--- src/design/hbus_pkg.sv ---
////////////////////////////////////////////////////////////////////////////
// Shared constants and types for the single-device HyperBus controller.
// Only 8-bit DQ is supported; the first DDR phase sits in the upper half.
// Counter width covers both the read timeout and the 2x latency count.
////////////////////////////////////////////////////////////////////////////

package hbus_pkg;

    // Bus widths
    localparam int HB_WIDTH      = 8;
    localparam int HB_WORD_WIDTH = 2 * HB_WIDTH;
    localparam int HB_CA_WIDTH   = 3 * HB_WORD_WIDTH;
    localparam int HB_ADDR_WIDTH = 31;

    // Timing in clk cycles
    localparam int TACC_COUNT    = 5;
    localparam int RESET_COUNT   = 2;
    localparam int READ_TIMEOUT  = 15;
    localparam int CS_IDLE_COUNT = 2;

    localparam int CNT_MAX   = (READ_TIMEOUT > 2 * TACC_COUNT) ? READ_TIMEOUT
                                                               : 2 * TACC_COUNT;
    localparam int CNT_WIDTH = $clog2(CNT_MAX + 1);

    // One DDR word, both phases
    typedef struct packed {
        logic [HB_WIDTH-1:0] first;
        logic [HB_WIDTH-1:0] second;
    } hb_word_t;

    typedef struct packed {
        logic first;
        logic second;
    } hb_rwds_t;

    // Request from the Wishbone side, mask bit set means byte not written
    typedef struct packed {
        logic                     write;
        logic                     reg_space;
        logic [HB_ADDR_WIDTH-1:0] addr;
        hb_word_t                 wdata;
        logic [1:0]               mask;
    } hb_req_t;

    typedef struct packed {
        logic     done;
        logic     error;
        hb_word_t rdata;
    } hb_rsp_t;

    typedef enum logic [6:0] {
        IDLE    = 7'b0000001,
        RESET   = 7'b0000010,
        COMMAND = 7'b0000100,
        LATENCY = 7'b0001000,
        READ    = 7'b0010000,
        WRITE   = 7'b0100000,
        ERROR   = 7'b1000000
    } hb_state_t;

endpackage

--- src/design/hbus_wb_slave.sv ---
////////////////////////////////////////////////////////////////////////////
// Wishbone classic slave, one 16-bit word per cycle, no bursts.
// The master must hold cyc and stb until ack or err; dropping cyc early
// does not cancel a request already handed to the sequencer.
////////////////////////////////////////////////////////////////////////////

`timescale 1ns/1ns

module hbus_wb_slave (
    input  logic               clk,
    input  logic               rst,
    input  logic               wb_cyc_i,
    input  logic               wb_stb_i,
    input  logic               wb_we_i,
    input  logic [31:0]        wb_adr_i,
    input  hbus_pkg::hb_word_t wb_dat_i,
    input  logic [1:0]         wb_sel_i,
    input  hbus_pkg::hb_rsp_t  rsp_i,
    output hbus_pkg::hb_word_t wb_dat_o,
    output logic               wb_ack_o,
    output logic               wb_err_o,
    output logic               req_valid_o,
    output hbus_pkg::hb_req_t  req_o
);

    logic pending;
    logic start;
    logic rsp_seen;

    // New strobed cycle, not yet issued
    assign start = wb_cyc_i & wb_stb_i & ~pending;

    // Response only counts while a request is outstanding
    assign rsp_seen = req_valid_o & (rsp_i.done | rsp_i.error);

    always_ff @(posedge clk or posedge rst) begin
        if (rst) begin
            pending     <= 1'b0;
            req_valid_o <= 1'b0;
            wb_ack_o    <= 1'b0;
            wb_err_o    <= 1'b0;
        end else begin
            wb_ack_o <= rsp_seen & ~rsp_i.error;
            wb_err_o <= rsp_seen & rsp_i.error;

            if (start) begin
                pending     <= 1'b1;
                req_valid_o <= 1'b1;
            end else begin
                if (rsp_seen) begin
                    req_valid_o <= 1'b0;
                end
                // Master still holds stb during the ack clock
                if (wb_ack_o | wb_err_o) begin
                    pending <= 1'b0;
                end
            end
        end
    end

    always_ff @(posedge clk) begin
        if (start) begin
            req_o.write     <= wb_we_i;
            req_o.reg_space <= wb_adr_i[31];
            req_o.addr      <= wb_adr_i[30:0];
            req_o.wdata     <= wb_dat_i;
            // HyperBus mask is active high, sel is active high enable
            req_o.mask      <= ~wb_sel_i;
        end
        if (rsp_seen) begin
            wb_dat_o <= rsp_i.rdata;
        end
    end

endmodule
--- config.mk ---
export PLATFORM = sky130hd
export DESIGN_NAME = hbus_wb_slave
export DESIGN_NICKNAME = d
export VERILOG_FILES = /design/src/design/hbus_pkg.sv /design/src/design/hbus_wb_slave.sv
export SDC_FILE = /design/constraint.sdc
export NUM_CORES = 1
export LEC_CHECK = 0
export BUFFER_PORTS_ARGS = -buffer_cell sky130_fd_sc_hd__buf_2
export CORE_ASPECT_RATIO = 0.9
export CORE_MARGIN = 5
export CORE_UTILIZATION = 35
export CTS_BUF_LIST = sky130_fd_sc_hd__clkbuf_4 sky130_fd_sc_hd__clkbuf_8
export DETAILED_ROUTE_END_ITERATION = 6
export GPL_ROUTABILITY_DRIVEN = 1
export PLACE_DENSITY = 0.68
export SLEW_MARGIN = 25
export SYNTH_ARGS = -nofsm -noshare
export SYNTH_HDL_FRONTEND = slang
export SYNTH_SLANG_ARGS = --single-unit
--- constraint.sdc ---
create_clock -name clk -period 2.6 [get_ports clk]
set_clock_uncertainty 0.1 [all_clocks]
set_input_delay 0.26 -clock clk [delete_from_list [all_inputs] [get_ports clk]]
set_output_delay 0.26 -clock clk [all_outputs]
set_load 0.01 [all_outputs]
### Yosys cells after proc, flatten, opt, wreduce, memory -nomap -nowiden

Index checks and enable logic that the tools add are counted.

* reductions and logical operators: 2
* bitwise logic cells: 10
* multiplexer cells: 4

Operators with widths (count)
* AND 1 bit: 5
* two-way mux 1 bit: 4
* nonzero test 2 bit: 2
* NOT 1 bit: 2
* NOT 2 bit: 1
* OR 1 bit: 2

* register bits after elaboration: 71
* output and inout port bits: 70
* bits of input ports: 73

### Longest topological paths before layout

* word-level depth: 4
* depth in mapped cells: 2
* depth with buffers taken out: 2

### Worst setup path before layout

OpenSTA, ideal clock, no wires.

* kind: register to register
* start point: register pending
* end point: register req_o[0] (netlist bit), enable pin
* clock period less this slack: 2.032 ns
* arrival: 1.527 ns
* path slack: 0.568 ns
* buffers on the path: 0
* setup time: 0.405 ns
* cell stages (with the launch flop): 3
* required time: 2.095 ns
* cell sequence: dfrtp_1 -> nand3b_4 -> inv_1

* word-level cells in the longest chain between the ends: 2

Ends and longest elaborated chain
* start: declaration: RTL line hbus_wb_slave.sv:26 `logic pending;`
* start signal: assignment: RTL line hbus_wb_slave.sv:38 `pending <= 1'b0;`
* start signal: assignment: RTL line hbus_wb_slave.sv:47 `pending <= 1'b1;`
* start signal: assignment: RTL line hbus_wb_slave.sv:55 `pending <= 1'b0;`
* NOT 1 bit: RTL line hbus_wb_slave.sv:31 `assign start = wb_cyc_i & wb_stb_i & ~pending;`
* AND 1 bit: RTL line hbus_wb_slave.sv:31
* named net start: RTL line hbus_wb_slave.sv:27 `logic start;`
* end: declaration: RTL line hbus_wb_slave.sv:23 `output hbus_pkg::hb_req_t req_o`

The timed path passes the listed nets, and every way through them passes these cells.
A chain may end at the register's enable or synchronous reset.

### Worst setup path after layout

* start point: register pending
* end point: register req_o[10] (netlist bit), enable pin

The elaborated chain is that of the path after synthesis.

==> metrics.cfg <==
[timing]
final-setup-viol-count = 0
rsz0062_at_grt = false
worst_hold_margin_ns = 0.0302
final_max_tran_viols = 0
fin_setup_tns_ns = 0
finalCritPeriodShare = 0.623
setup_slack_ns = 0.981
max_slew.worst_pin.slew_ns = 0.660
finalHoldViolCount = 0
clock.fmax_mhz = 618
finalWorstPathRequiredPeriod_ns = 1.62
relSlewSlack = 0.560

[floorplanning]
core.rowCount = 27
die_height_um = 85.3
die_w_um = 93.6
start_util = 0.360
io-pin-count = 143
core_area_um2 = 6110
die-area_um2 = 7980

[synthesis]
synth_cells = 84
synth_simple_gate_area_frac = 0.0233
post_synth.cell_area_avg_um2 = 26.2
synth.cell_area_um2 = 2200
yosysWarningCount = 0
synth_compound_gate_area_share = 0.00965
synth_cell_types = 11
synthesized_netlist_net_count = 157
largest_family_of_logic_cells_by_synthesized_area = simple AND/OR/NAND/NOR gates
synth-adder-area-share = 0
synth-seq-area-share = 0.959
synth.top_cell.area_share = 0.913
synth_seq_cells = 71
synth.top_cells.by_area = edfxtp_1 91%, dfrtp_1 4.5%, nand3b_4 0.91%, inv_1 0.85%, nand2b_4 0.62%
yosys.area_share.xor_xnor = 0
synth_top_cell_by_area = edfxtp_1
synth.area.mux_share = 0

[cells_and_area]
syn2layout_area_growth_pct = 76.9
final_net_count = 376
nFillCells = 445
antenna_cells = 0
post_route_cells_drive_above_1_share = 0.528
final_cell_area_um2 = 3900

[min_path]
hold_path_class = input port to register
hold_path_depth = 1
holdPathEnd = req_o[44]
hold_wc_startpoint = wb_adr_i[26]

[clocking]
worst_skew_pair_later_pin_latency_ns = 0.32
ctsRootBufferMaster = clkbuf_8
cts_htree_levels = 3
cts.path.max_buffers = 2
cts_hold_buffers = 63
cts_post_setup_buffers_inserted = 0
cts-buffers-inserted = 9
clkSinkCount = 71
tritoncts = built
cts-resized-gates = 0
clk_transition_reported_paths_ns = 0.06

[grt]
groute.layer.met2.usage = 0.260
grt_pass1_vias = 1861
highest_utilization_routing_layer_at_the_global_route_stage = met2
antenna_found_initial = 0
global_route.overflow_total = 0
global_route.usage.met1 = 0.162
first_pass_grt_wire_length_um = 9200
grtUsageTotal = 0.156
groute.layer.met3.usage = 0.0762
grt_start_max_net_pins = 31

[critical_path]
reg2regPathDepth = 3
worst_r2r_dst = req_o[10]
worst_ep_arrival_time_ns = 1.55
timing.setup.critical_path_class = register to register
setup.worst_path.start_class = register
crit_fanout = 30
setup.worst_path.end_class = register
r2r_setup_slack_ns = 0.98
crit_required_ns = 2.53
critical_path.reg2reg.startpoint = pending

[place]
placedInstanceArea_um2 = 3040
post-dp-hpwl_um = 3800
port-buffer-count = 142
pre_cts_ws_ns = 0.973
place.gp.congestion = 0.678

[run]
drv_cap = 0

[power]
power_density_nw_per_um2 = 689
ir_drop_uv = 368
total_power_w = 0.00269
total_leakage_power_nw = 1.68

[route]
drc_errors = 0
ant_nets = 0
detail_routed_net_length_per_standard_cell_um = 15.3
vias_per_cell = 4.12
detail_route.wirelength_um = 6020
dr_total_vias = 1623
firstDrtPassIters = 6
first_iter_violations = 39

[outcome]
run_status = complete, no violations

[state kept, by name, indices dropped and copies added (netlist names)]
| name | cells |
|---|---|
| wb_ack_o | 1 |
| req_o | 51 |
| wb_dat_o | 16 |
| pending | 1 |
| wb_err_o | 1 |
| req_valid_o | 1 |
[per-layer routing]
layer  part of all wire  vias to the layer above
met5                  0                        -
met4              0.017                        0
met3               0.13                       11
met2               0.49                      112
met1               0.36                      739
li1                   -                      761
[report_power, final]
| part | internal (W) | switching (W) |
|---|---|---|
| sequential | 0.00139 | 0.0000294 |
| combinational | 0.000187 | 0.000183 |
| clock | 0.000539 | 0.000363 |
| total | 0.00211 | 0.000576 |
[cell type report]
cell class                      count  area (µm²)  share of cell area
Clock buffer                       10         131              0.0337
Clock inverter                      5        73.8              0.0189
Inverter                            5        18.8             0.00481
Multi-Input combinational cell      8        72.6              0.0186
Sequential cell                    71        2110               0.542
Tap cell                           87         109              0.0279
Timing Repair Buffer              208        1380               0.354
[synthesized netlist by cell type]
cell type and n:
edfxtp_1 67, inv_1 5, dfrtp_1 4, and2_2 1, nand2b_1 1, nand2b_4 1, nand3b_4 1, nor2_1 1
o21a_1 1, o21ai_1 1, o21ai_2 1
[how the worst max path moves through the flow]
stage	startpoint	to	slack (ns)	cells past startpoint
floorplan	pending	req_o[0]	0.57	2
global placement	pending	req_o[7]	1.01	3
detailed placement	pending	req_o[35]	0.97	3
CTS	pending	req_o[4]	0.96	3
global route	pending	req_o[19]	0.88	3
finish	pending	req_o[10]	0.98	3
[stage by stage]
stage / instances / utilization
detailed placement: 314 / 0.498
global route: 394 / 0.638
finish: 394 / 0.638
global placement: 314 / 0.498
floorplan: 84 / -
CTS: 392 / 0.634
[worst max-delay path, cell delays in order (launching register included)]
cell and delay (ns):
dfrtp_1 0.38, nand3b_4 0.17, inv_2 0.39, buf_12 0.26
[layout by cell type (no fill, tap or decap), drive strengths merged, types with 2 or more instances in the layout]
cell,netlist,final
o21ai,2,2
clkbuf,0,10
edfxtp,67,67
dlygate4sd3,0,65
dfrtp,4,4
inv,5,5
nand2b,2,2
clkinv,0,3
bufinv,0,2
buf,0,143
[cells by family after synthesis]
family                 Yosys count
DFF                             71
AOI/OAI and AO/OA                3
and+or+nand+nor                  5
buffers and inverters            5
Note: power is estimated with default switching activity, not from simulation.
